===== config.mk =====
export PLATFORM = sky130hd
export DESIGN_NAME = mm_row_ram
export DESIGN_NICKNAME = d
export VERILOG_FILES = /design/src/mm_pkg.sv /design/src/mm_row_ram.sv
export SDC_FILE = /design/constraint.sdc
export NUM_CORES = 1
export LEC_CHECK = 0
export ABC_AREA = 1
export BUFFER_PORTS_ARGS = -buffer_cell sky130_fd_sc_hd__buf_2
export CAP_MARGIN = 25
export CORE_MARGIN = 2
export CORE_UTILIZATION = 50
export CTS_CLUSTER_DIAMETER = 150
export CTS_CLUSTER_SIZE = 10
export DETAILED_ROUTE_END_ITERATION = 12
export GPL_TIMING_DRIVEN = 0
export HOLD_SLACK_MARGIN = 0.12
export PLACE_DENSITY = 0.66
export SETUP_SLACK_MARGIN = 0.4
export SLEW_MARGIN = 20
export SYNTH_ARGS = -nofsm -noshare
export SYNTH_HDL_FRONTEND = slang
export SYNTH_SLANG_ARGS = --single-unit

===== constraint.sdc =====
create_clock -name clk -period 3.37 [get_ports clk]
set_input_delay 0.674 -clock clk [delete_from_list [all_inputs] [get_ports clk]]
set_output_delay 0.674 -clock clk [all_outputs]
set_load 0.05 [all_outputs]

===== src/mm_pkg.sv =====
// matrix multiplier shared definitions
package mm_pkg;

    // ====================
    // array and datapath sizes
    // ====================
    localparam int array_dim = 4;
    localparam int op_width  = 8;
    localparam int acc_width = 32;

    // bus geometry
    localparam int bus_width  = 32;
    localparam int addr_width = 8;

    // row memories, 16 rows each
    localparam int row_depth      = 16;
    localparam int row_addr_width = 4;

    // ====================
    // region codes, address bits 7:6
    // ====================
    localparam logic [1:0] region_ctrl   = 2'b00;
    localparam logic [1:0] region_input  = 2'b01;
    localparam logic [1:0] region_weight = 2'b10;
    localparam logic [1:0] region_output = 2'b11;

    // command codes, control write bits 3:0
    // any other code is a no-op
    localparam logic [3:0] op_reset        = 4'b1111;
    localparam logic [3:0] op_load_weights = 4'b0001;
    localparam logic [3:0] op_multiply     = 4'b0011;

    // ====================
    // row payloads
    // ====================
    // element i sits in bits 8i+7:8i
    typedef logic [array_dim-1:0][op_width-1:0] op_row_t;
    // one 32-bit sum per output column
    typedef logic [array_dim-1:0][acc_width-1:0] acc_row_t;

endpackage


===== src/mm_row_ram.sv =====
// synchronous row memory
`timescale 1ns/1ns

module mm_row_ram import mm_pkg::*; #(
    parameter type row_t = op_row_t
) (
    input  logic                      clk,
    input  logic                      wr_en,
    input  logic [row_addr_width-1:0] wr_row,
    input  row_t                      wr_data,
    input  logic [row_addr_width-1:0] rd_row,
    output row_t                      rd_data
);

    // one row per entry
    row_t mem [row_depth];

    // write port
    always_ff @(posedge clk) begin
        if (wr_en) begin
            mem[wr_row] <= wr_data;
        end
    end

    // read port, one cycle, old data on a same-row write
    always_ff @(posedge clk) begin
        rd_data <= mem[rd_row];
    end

endmodule


# Yosys cells after proc, flatten, opt, wreduce, memory -nomap -nowiden
# Memory sizes are Yosys's and may differ from the RTL's. A register that Yosys moved wholly into a read port is not among the register bits.
# Cells that the tools add are included.
# word_totals
reg_bits,0
latch_bits,0
ramBits,512
rom_bits,0
input_bits,42
n_memories,1
# classes
add_sub_neg,0
n_mul,0
n_div,0
order_cmp,0
n_eq_ne,0
shift,0
muxes,2
bitwise,0
reduce_logical,0
# mem_list
name,depth,width,read_ports,rd_ports_with_merged_regs,wr,line_no,text
mem,16,32,1,1,1,mm_row_ram.sv:16,row_t mem [row_depth];
# op_table
operator,n
2-to-1 mux 1 bit,2

# Logic depth before layout (Yosys ltp)
# Gate-level depths: netlist (run 1).
# logic_depth
depth_word,2
mapped_depth,10
mapped_depth_nobuf,7

# Least setup slack after synthesis (run 1)
# Ideal clock, no wire load.
# synth_path
kind,input port to flip-flop
from,in wr_row[2]
to,"mem mem[10][0] (netlist bit), enable pin"
setup_time_ns,0.421
t_arrival_ns,2.246
t_required_ns,2.949
setup_slack_ns,0.703
stages,2
n_path_buf,0
path_cell_list,nand3b_1 nor2_1
# synth_rtl
item,line_no,text
from (decl),mm_row_ram.sv:9,"input logic [row_addr_width-1:0] wr_row,"
to (decl),mm_row_ram.sv:16,
# No word-level cell before the write port.

# Worst setup path after layout (run 1)
# layout_path
from,in wr_row[3]
to,"mem mem[5][13] (netlist bit), enable pin"
# No word-level cell before the write port.

==> run_results.csv, run 1 <==
group,metric,value,unit
power_and_ir_drop,p_sw_share,23.6,%
route,vias,15700,
floorplanning,rows,78,
placed_design,port_buffers,71,
floorplanning,dieArea,47200,µm²
finish,drive_gt1_share,10.9,%
yosys,synth_largest_area_cell,"edfxtp_1",
floorplanning,io_pins,74,
power_and_ir_drop,switching_power,3470,µW
power_and_ir_drop,intPower,11200,µW
clock_tree,htreeDepth,2,
timing,hold_viol_final,0,
finish,fillers,3637,
clock_tree,path_clk_slew,60,ps
clock_tree,cts_resized,0,
clock_tree,numCtsBuffers,60,
flow_run,maxCapViolations,0,
route,detail_route.wl_per_cell,21.4,µm
power_and_ir_drop,power,14700,µW
timing,slew_viol_final,0,
global_routing,globalRouteTotalUtil,27.1,%
timing,setup_viol,0,
setup_path,critPathArrivalTime,2240,ps
outcome,status,"complete, no violations",
yosys,synth_area,22700,µm²
floorplanning,die_y,217,µm
power_and_ir_drop,clkPwrFrac,40.3,%
clock_tree,clock_latency,620,ps
global_routing,antenna_found_initial,1,
timing,post-route-period-util,57.4,%
placed_design,dp_hpwl,39.2,mm
yosys,yosysUniqueCellTypes,15,
global_routing,grt_max_degree,20,
global_routing,grt_pass1_wl,93.5,mm
timing,timing.fmax,0.517,GHz
yosys,synth.avg_cell_area,10.7,µm²
finish,fin_util,58.2,%
clock_tree,ctsHoldBuffers,0,
timing,relSlewSlack,28.5,%
route,drt_iter0_drc,2044,
yosys,synth_seq_cells,544,
global_routing,gr-total-overflow,0,
power_and_ir_drop,power.density,560,nW/µm²
clock_tree,cts.sinks,544,
clock_tree,cts_root_buffer,"clkbuf_16",
timing,grt_setup_unrepaired,"no",
power_and_ir_drop,p_comb_share,8.0,%
finish,fin_nets,2317,
setup_path,start_kind,"input pin",
yosys,syn_nets,2162,
timing,layout_setup_ws,1430,ps
yosys,yosysTopAreaCellShare,67.6,%
yosys,ys.warnings.count,0,
global_routing,grt_pass1_vias,15200,
setup_path,path_max_fanout,17,
yosys,synth.area.top_cells,"edfxtp_1, nand2_1, nand3_1, inv_1, dfxtp_1",
power_and_ir_drop,peakVddDrop,0.420,mV
setup_path,endpoint_kind,"flop",
placed_design,place_ws,841,ps
setup_path,slowest_delay,760,ps
timing,period_minus_slack,1940,ps
yosys,postSynthCellCount,2120,
route,drc,0,
route,vias_per_cell,5.36,
floorplanning,dieWidth,217,µm
setup_path,worstSetupPathType,"input pin to flop",
setup_path,cp_data_required_time,3670,ps
clock_tree,cts_tree,"built",
route,ant_nets,0,
placed_design,gp_congestion,0.814,
route,wirelength,62.6,mm
route,dr.pass1.iters,5,
setup_path,worstPathCellList,"buf_2 -> nand3b_1 -> nor2_4 -> buf_16",
worst_hold_path,hold_path.class,"input pin to flop",
power_and_ir_drop,p_leak,0.0112,µW
timing,worstMarginPinSlew,1070,ps
floorplanning,coreArea,45100,µm²
floorplanning,initial_core_util,50.4,%
finish,antennaDiodeCount,0,
timing,skew,18.0,ps
finish,area_delta_synth_final,15.4,%
clock_tree,cts_setup_buffers,0,
yosys,synth_seq_area_share,70.5,%
power_and_ir_drop,seqPwrFrac,51.8,%
clock_tree,cts_buffer_depth,3,
setup_path,cp_slowest_cell,"nor2_4",
## worst paths after layout
path,from,endpoint,slack [ps],cells after the start
worst max-delay path,wr_row[3],mem[5][13],1430,4
worst min register to register,mem[11][17],rd_data[17],640,6
worst max register to register,mem[15][11],rd_data[11],2320,6
worst min-delay path,wr_data[19],mem[0][19],430,1
## layout by cell type, fill, tap and decap left out, drive strengths merged
cell type and n:
clkinv 1, nand2 677, inv 392, clkbuf 119, dfxtp 32, nor2 17
nand3 385, buf 184, nand3b 2, edfxtp 512
## area by class of cell
type	instances	area, µm²	area share (%)
Sequential cell	544	16000	61.1
Buffer	105	702	2.68
Timing Repair Buffer	93	903	3.44
Tap cell	600	751	2.86
Multi-Input combinational cell	1081	4670	17.8
Clock inverter	3	26.3	0.100
Clock buffer	105	1690	6.45
Inverter	390	1470	5.59
## per-layer routing
metal | vias to the layer above | wire length (µm) | track usage (%)
met5 | - | 0 | 0
met1 | 7444 | 24700 | 36.8
met2 | 900 | 28400 | 42.5
li1 | 7159 | - | -
met3 | 168 | 6590 | 5.28
met4 | 0 | 2880 | 12.1
## through the flow
stage	hold WS, ps	std cells	instance area [µm²]	TNS [ps]
2_1_floorplan	607	2120	22700	0
3_3_place_gp	640	2791	23800	-490840
3_5_place_dp	644	2813	24500	0
4_1_cts	414	2921	26200	0
5_1_grt	439	2921	26200	0
6_report	434	2921	26200	0
## cells by family after synthesis
| logic type | synth area share, % |
|---|---|
| buffers and inverters | 9.54 |
| AND/OR/NAND/NOR | 20.0 |
| flip-flops | 70.5 |
## flip-flops by register name, indices dropped and copies added (netlist names)
name / count
mem: 512
rd_data: 32
## cell usage after synthesis
cell type,count
buf_4,6
buf_12,1
inv_1,388
inv_2,1
edfxtp_1,512
dfxtp_1,32
buf_2,41
buf_6,29
nor2_1,17
inv_4,1
buf_1,14
nand3b_1,2
nand3_1,385
nand2_1,677
clkbuf_1,14
## power groups by stage
stage          registers (µW)  logic, µW  clock network (µW)
2_1_floorplan            7900        516                   0
3_3_place_gp             7740       1090                   0
3_5_place_dp             7740       1150                   0
4_1_cts                  7600       1160                5960
5_1_grt                  7610       1250                6250
6_report                 7600       1170                5910
## worst max-delay path, delay by kind of cell
kind          cells  cell delay [ps]
simple gates      2             1160
buf+inv           2              380
(Power assumes the default switching activity.)
==> run 2, diff against run 1 <==
clock period = 2.03 ns   (was 3.37 ns; I/O delays follow)
==> run 2 against run 1 <==
Net effect: sequential power grew 66%; sequential cell count unchanged; via count down 1.6%; first-iteration DRC count is 7.5% lower; design area shrank 0.52%; critical endpoint is now rd_data[2]; register-to-register slack got worse by 1400 ps; sequential share of layout area is 0.32 points higher; non-clock buffer count decreased by 5.
==> run_results.csv, run 2 (synthesized netlist as in run 1, its figures left out) <==
group,metric,value,unit
outcome,status,"complete, no violations",
placed_design,gp_congestion,0.808,
setup_path,slowest_delay,310,ps
global_routing,globalRouteTotalUtil,25.9,%
floorplanning,io_pins,74,
timing,timing.fmax,0.627,GHz
route,dr.pass1.iters,6,
power_and_ir_drop,p_leak,0.0111,µW
timing,skew,24.4,ps
finish,seq_area,16000,µm²
global_routing,gr-total-overflow,0,
finish,top_regs,"mem x512, rd_data x32",
route,ant_nets,0,
timing,holdWs,164,ps
timing,post-route-period-util,78.6,%
timing,slew_viol_final,0,
clock_tree,cts_root_buffer,"clkbuf_16",
route,wirelength,60.0,mm
setup_path,crit_buf_inv,1,
power_and_ir_drop,p_comb_share,7.8,%
clock_tree,clock_latency,630,ps
global_routing,grt_max_degree,22,
floorplanning,dieWidth,217,µm
clock_tree,path_clk_slew,60,ps
power_and_ir_drop,seqPwrFrac,51.9,%
power_and_ir_drop,switching_power,5710,µW
finish,fillers,3662,
flow_run,maxCapViolations,0,
timing,layout_setup_ws,435,ps
placed_design,dp_hpwl,38.6,mm
setup_path,critPathArrivalTime,1190,ps
route,vias_per_cell,5.29,
finish,largest_register_ffs,512,
finish,fin_util,57.9,%
finish,multi_input_area,4670,µm²
setup_path,endpoint_kind,"primary output",
timing,relSlewSlack,33.6,%
timing,grt_setup_unrepaired,"no",
power_and_ir_drop,power,24300,µW
worst_hold_path,hold_path.class,"input pin to flop",
finish,final_common_cell,"nand2_1",
timing,period_minus_slack,1600,ps
floorplanning,die_y,217,µm
clock_tree,cts_buffer_depth,3,
route,vias,15400,
setup_path,start_kind,"flop",
finish,fin_nets,2312,
clock_tree,htreeDepth,2,
finish,instances_no_fill,2917,
floorplanning,dieArea,47200,µm²
timing,worstMarginPinSlew,996,ps
setup_path,cp_data_required_time,1620,ps
setup_path,critPathTopFamily,"flip-flops",
power_and_ir_drop,peakVddDrop,0.598,mV
setup_path,worstPathCellList,"buf_2",
global_routing,grt_pass1_vias,14700,
global_routing,antenna_found_initial,0,
placed_design,place_ws,-168,ps
clock_tree,cts_tree,"built",
floorplanning,coreArea,45100,µm²
route,drc,0,
setup_path,cp_slowest_cell,"dfxtp_1",
finish,layout_common_cells,"nand2_1, edfxtp_1, inv_1",
placed_design,dpl.cell_count,2808,
clock_tree,ctsHoldBuffers,0,
placed_design,port_buffers,71,
power_and_ir_drop,p_sw_share,23.5,%
timing,hold_viol_final,0,
setup_path,worstSetupPathType,"flop to primary output",
floorplanning,rows,78,
power_and_ir_drop,intPower,18600,µW
route,drt_iter0_drc,1890,
clock_tree,cts.sinks,544,
timing,setup_viol,0,
global_routing,grt_pass1_wl,89.4,mm
floorplanning,initial_core_util,50.4,%
finish,area_delta_synth_final,14.8,%
clock_tree,numCtsBuffers,60,
finish,antennaDiodeCount,0,
setup_path,path_max_fanout,1,
route,detail_route.wl_per_cell,20.6,µm
power_and_ir_drop,clkPwrFrac,40.4,%
finish,drive_gt1_share,10.7,%
finish,top_register,"mem",
power_and_ir_drop,power.density,933,nW/µm²
run 2: timing repair:
action | in CTS | in global routing
buffers inserted | 0 | 0
endpoints found under the setup margin | 1 | 3
gates resized for setup | 1 | 3
run 2: layout make-up:
type | instances | share of cell area, %
well taps | 600 | 2.88
clock inverters | 3 | 0.101
plain buffers | 105 | 2.70
repair buffers | 88 | 2.92
flip-flops and latches | 544 | 61.4
multi-input cells | 1081 | 17.9
clock buffers | 106 | 6.50
inverters | 390 | 5.62
run 2: power groups by stage:
stage	Sequential [µW]	Clock, µW	Combinational [µW]
finish	12600	9820	1890
detailed placement	12900	0	1880
global route	12600	10300	2050
floorplan	13100	0	864
CTS	12600	9900	1890
global placement	12800	0	1800
run 2: per-layer routing:
metal  routed length (µm)  global-route usage, %  vias to the layer above  part of all wire [%]
met5                    0                      0                        -                     0
met4                 2280                   11.1                        0                   3.8
met3                 4920                   3.65                      158                   8.2
met2                29100                   42.7                      740                    49
met1                23700                   34.5                     7367                    39
li1                     -                      -                     7157                     -
run 2: path summary, 6_finish.rpt:
kind                     from           to  slack, ps  cells after the start
hold reg to reg   mem[11][17]  rd_data[17]        660                      6
setup reg to reg  mem[13][10]  rd_data[10]        960                      6
setup / recovery   rd_data[2]   rd_data[2]        430                      1
hold / removal     wr_data[3]   mem[15][3]        160                      1
run 2: per-stage QoR:
stage | area (µm²) | setup TNS, ps
global route | 26100 | 0
global placement | 23900 | -427460
detailed placement | 24400 | -21860
floorplan | 22800 | 0
CTS | 26100 | 0
finish | 26100 | 0
==> run 3, diff against run 2 <==
ABC_AREA = 0   (was 1)
PLACE_DENSITY = 0.67   (was 0.66)
clock period = 1.6 ns   (was 2.03 ns; I/O delays follow)
==> run 3 against run 2 <==
Net effect: final cell count is 44% lower; sequential power rose by 28%; combinational power is 16% higher; sequential cell count did not move; sequential share of layout area rose by 3.6 points; global-route usage is 4.2 points lower; largest cell class unchanged.
==> run_results.csv, run 3 <==
group,metric,value,unit
finish,fillers,2571,
yosys,synth_edf_count,512,
yosys,yosysTopAreaCellShare,77.4,%
finish,drive_gt1_share,41.5,%
clock_tree,cts_buffer_depth,3,
global_routing,antenna_found_initial,1,
setup_path,critPathTopFamily,"flip-flops",
finish,area_delta_synth_final,24.5,%
setup_path,critPathArrivalTime,1080,ps
setup_path,cp_data_required_time,1280,ps
route,dr.pass1.iters,5,
finish,fin_nets,1103,
floorplanning,dieArea,41300,µm²
setup_path,cp_slowest_cell,"dfxtp_2",
timing,worstMarginPinSlew,538,ps
route,wirelength,43.0,mm
yosys,synth_largest_area_cell,"edfxtp_1",
yosys,ys.warnings.count,0,
power_and_ir_drop,power.density,1240,nW/µm²
timing,timing.fmax,0.716,GHz
timing,grt_setup_unrepaired,"yes",
timing,period_minus_slack,1400,ps
route,drc,0,
yosys,yosysUniqueCellTypes,18,
global_routing,grt_pass1_vias,9724,
timing,setup_viol,0,
flow_run,maxCapViolations,0,
route,vias,9502,
clock_tree,cts_tree,"built",
yosys,ys_top_cells_by_count,"edfxtp_1, mux4_2, a22oi_1, nand2_1, dfxtp_1",
setup_path,start_kind,"flop",
yosys,synth_seq_area_share,80.7,%
outcome,status,"complete, no violations",
clock_tree,cts.sinks,544,
floorplanning,dieWidth,203,µm
finish,fin_util,63.5,%
yosys,syn_nets,880,
setup_path,path_max_fanout,1,
clock_tree,numCtsBuffers,60,
yosys,synth.avg_cell_area,23.7,µm²
setup_path,crit_buf_inv,1,
finish,largest_register_ffs,512,
setup_path,worstSetupPathType,"flop to primary output",
floorplanning,rows,72,
timing,post-route-period-util,87.3,%
timing,layout_setup_ws,203,ps
finish,top_regs,"mem x512, rd_data x32",
floorplanning,coreArea,38900,µm²
global_routing,globalRouteTotalUtil,21.7,%
yosys,synth_seq_cells,544,
floorplanning,initial_core_util,51.0,%
timing,slew_viol_final,0,
placed_design,gp_congestion,0.725,
yosys,ys.flop_type,"edfxtp_1",
floorplanning,io_pins,74,
yosys,synth.most_common_cell,"edfxtp_1",
route,detail_route.wl_per_cell,26.4,µm
finish,final_common_cell,"edfxtp_1",
setup_path,endpoint_kind,"primary output",
yosys,async_reset_ff_share,0,%
power_and_ir_drop,p_leak,0.00806,µW
global_routing,grt_pass1_wl,63.8,mm
clock_tree,htreeDepth,2,
setup_path,worstPathCellList,"buf_8",
floorplanning,die_y,203,µm
clock_tree,path_clk_slew,60,ps
finish,layout_common_cells,"edfxtp_1, mux4_2, clkbuf_16",
worst_hold_path,hold_path.class,"input pin to flop",
timing,hold_viol_final,0,
timing,finalSetupTns,0,ps
route,drt_iter0_drc,1042,
yosys,synth_area,19900,µm²
setup_path,slowest_delay,340,ps
clock_tree,cts_root_buffer,"clkbuf_16",
placed_design,dp_hpwl,25.9,mm
power_and_ir_drop,peakVddDrop,0.825,mV
clock_tree,clock_latency,600,ps
placed_design,port_buffers,71,
route,ant_nets,0,
timing,skew,19.1,ps
global_routing,gr-total-overflow,0,
yosys,postSynthCellCount,838,
yosys,synth.area.top_cells,"edfxtp_1, mux4_2, dfxtp_1, a22oi_1, nand2_1",
timing,relSlewSlack,64.0,%
global_routing,grt_max_degree,19,
route,vias_per_cell,5.83,
finish,top_register,"mem",
placed_design,place_ws,-614,ps
==> run 3: changes by cell type in the layout (fill, tap and decap cells not counted), sizes merged, moves of 5 or more <==
cell / delta
inv: -392
mux4: +128
buf: -22
nand2: -644
nand3: -384
a22oi: +64
dlygate4sd3: +32
clkbuf: +5
==> run 3: logic make-up (layout without fill, tap and decap cells) <==
family	Yosys count	in the layout	share of synthesized area (%)
AOI/OAI and AO/OA	64	64	2.42
other	0	1	0
buffers and inverters	43	316	1.12
DFF	544	544	80.7
muxes	128	128	14.5
and+or+nand+nor	59	59	1.27
==> run 3: metrics by stage <==
step                instances  hold WS [ps]  power (µW)  cell area, µm²
detailed placement       1453           664       18200           21700
finish                   1630           346       30600           24700
CTS                      1626           312       30800           24600
global placement         1427           661       18100           21200
floorplan                 838           419       17500           20200
global route             1630           341       31600           24700
==> run 3: repair_timing <==
action | 4_1_cts | 5_1_grt
buffers inserted | 29 | 3
hold buffers | 32 | 0
hold endpoints to repair | 512 | 0
pin swaps | 34 | 6
setup endpoints to repair | 496 | 149
resized for setup | 154 | 23
==> run 3: layer usage <==
layer | wire length, µm | share of wire (%) | global-route usage [%] | up-vias
met5 | 0 | 0 | 0 | -
met4 | 783 | 1.8 | 5.63 | 0
met3 | 3080 | 7.2 | 4.36 | 56
met2 | 21600 | 50 | 35.2 | 385
met1 | 17500 | 41 | 30.5 | 5023
li1 | - | - | - | 4038
==> run 3: final cells by class <==
type | instances | area, µm² | area share, %
flip-flops and latches | 544 | 16100 | 65.0
multi-input cells | 251 | 4010 | 16.2
repair buffers | 161 | 1840 | 7.43
clock buffers | 110 | 1730 | 7.01
well taps | 518 | 648 | 2.62
plain buffers | 43 | 404 | 1.64
clock inverters | 2 | 25.0 | 0.101
diodes | 1 | 2.50 | 0.0101
==> run 3: final timing paths <==
path / from / endpoint / slack (ps) / cells past startpoint
setup / recovery: rd_data[8] / rd_data[8] / 200 / 1
hold / removal: rd_row[0] / rd_data[3] / 350 / 4
setup reg to reg: mem[8][18] / rd_data[18] / 280 / 3
hold reg to reg: mem[6][13] / rd_data[13] / 660 / 3
==> run 3: report_power, final <==
part	internal (µW)	switching (µW)
registers	16000	113
logic	940	1250
clock network	7210	5140
==> run 3: worst register-to-register path, delay by kind of cell (launching register included) <==
kind / cells / cell delay [ps]
multiplexers: 1 / 480
flip-flops: 1 / 380
AO/OA/AOI/OAI: 1 / 240
AND/OR/NAND/NOR: 1 / 100
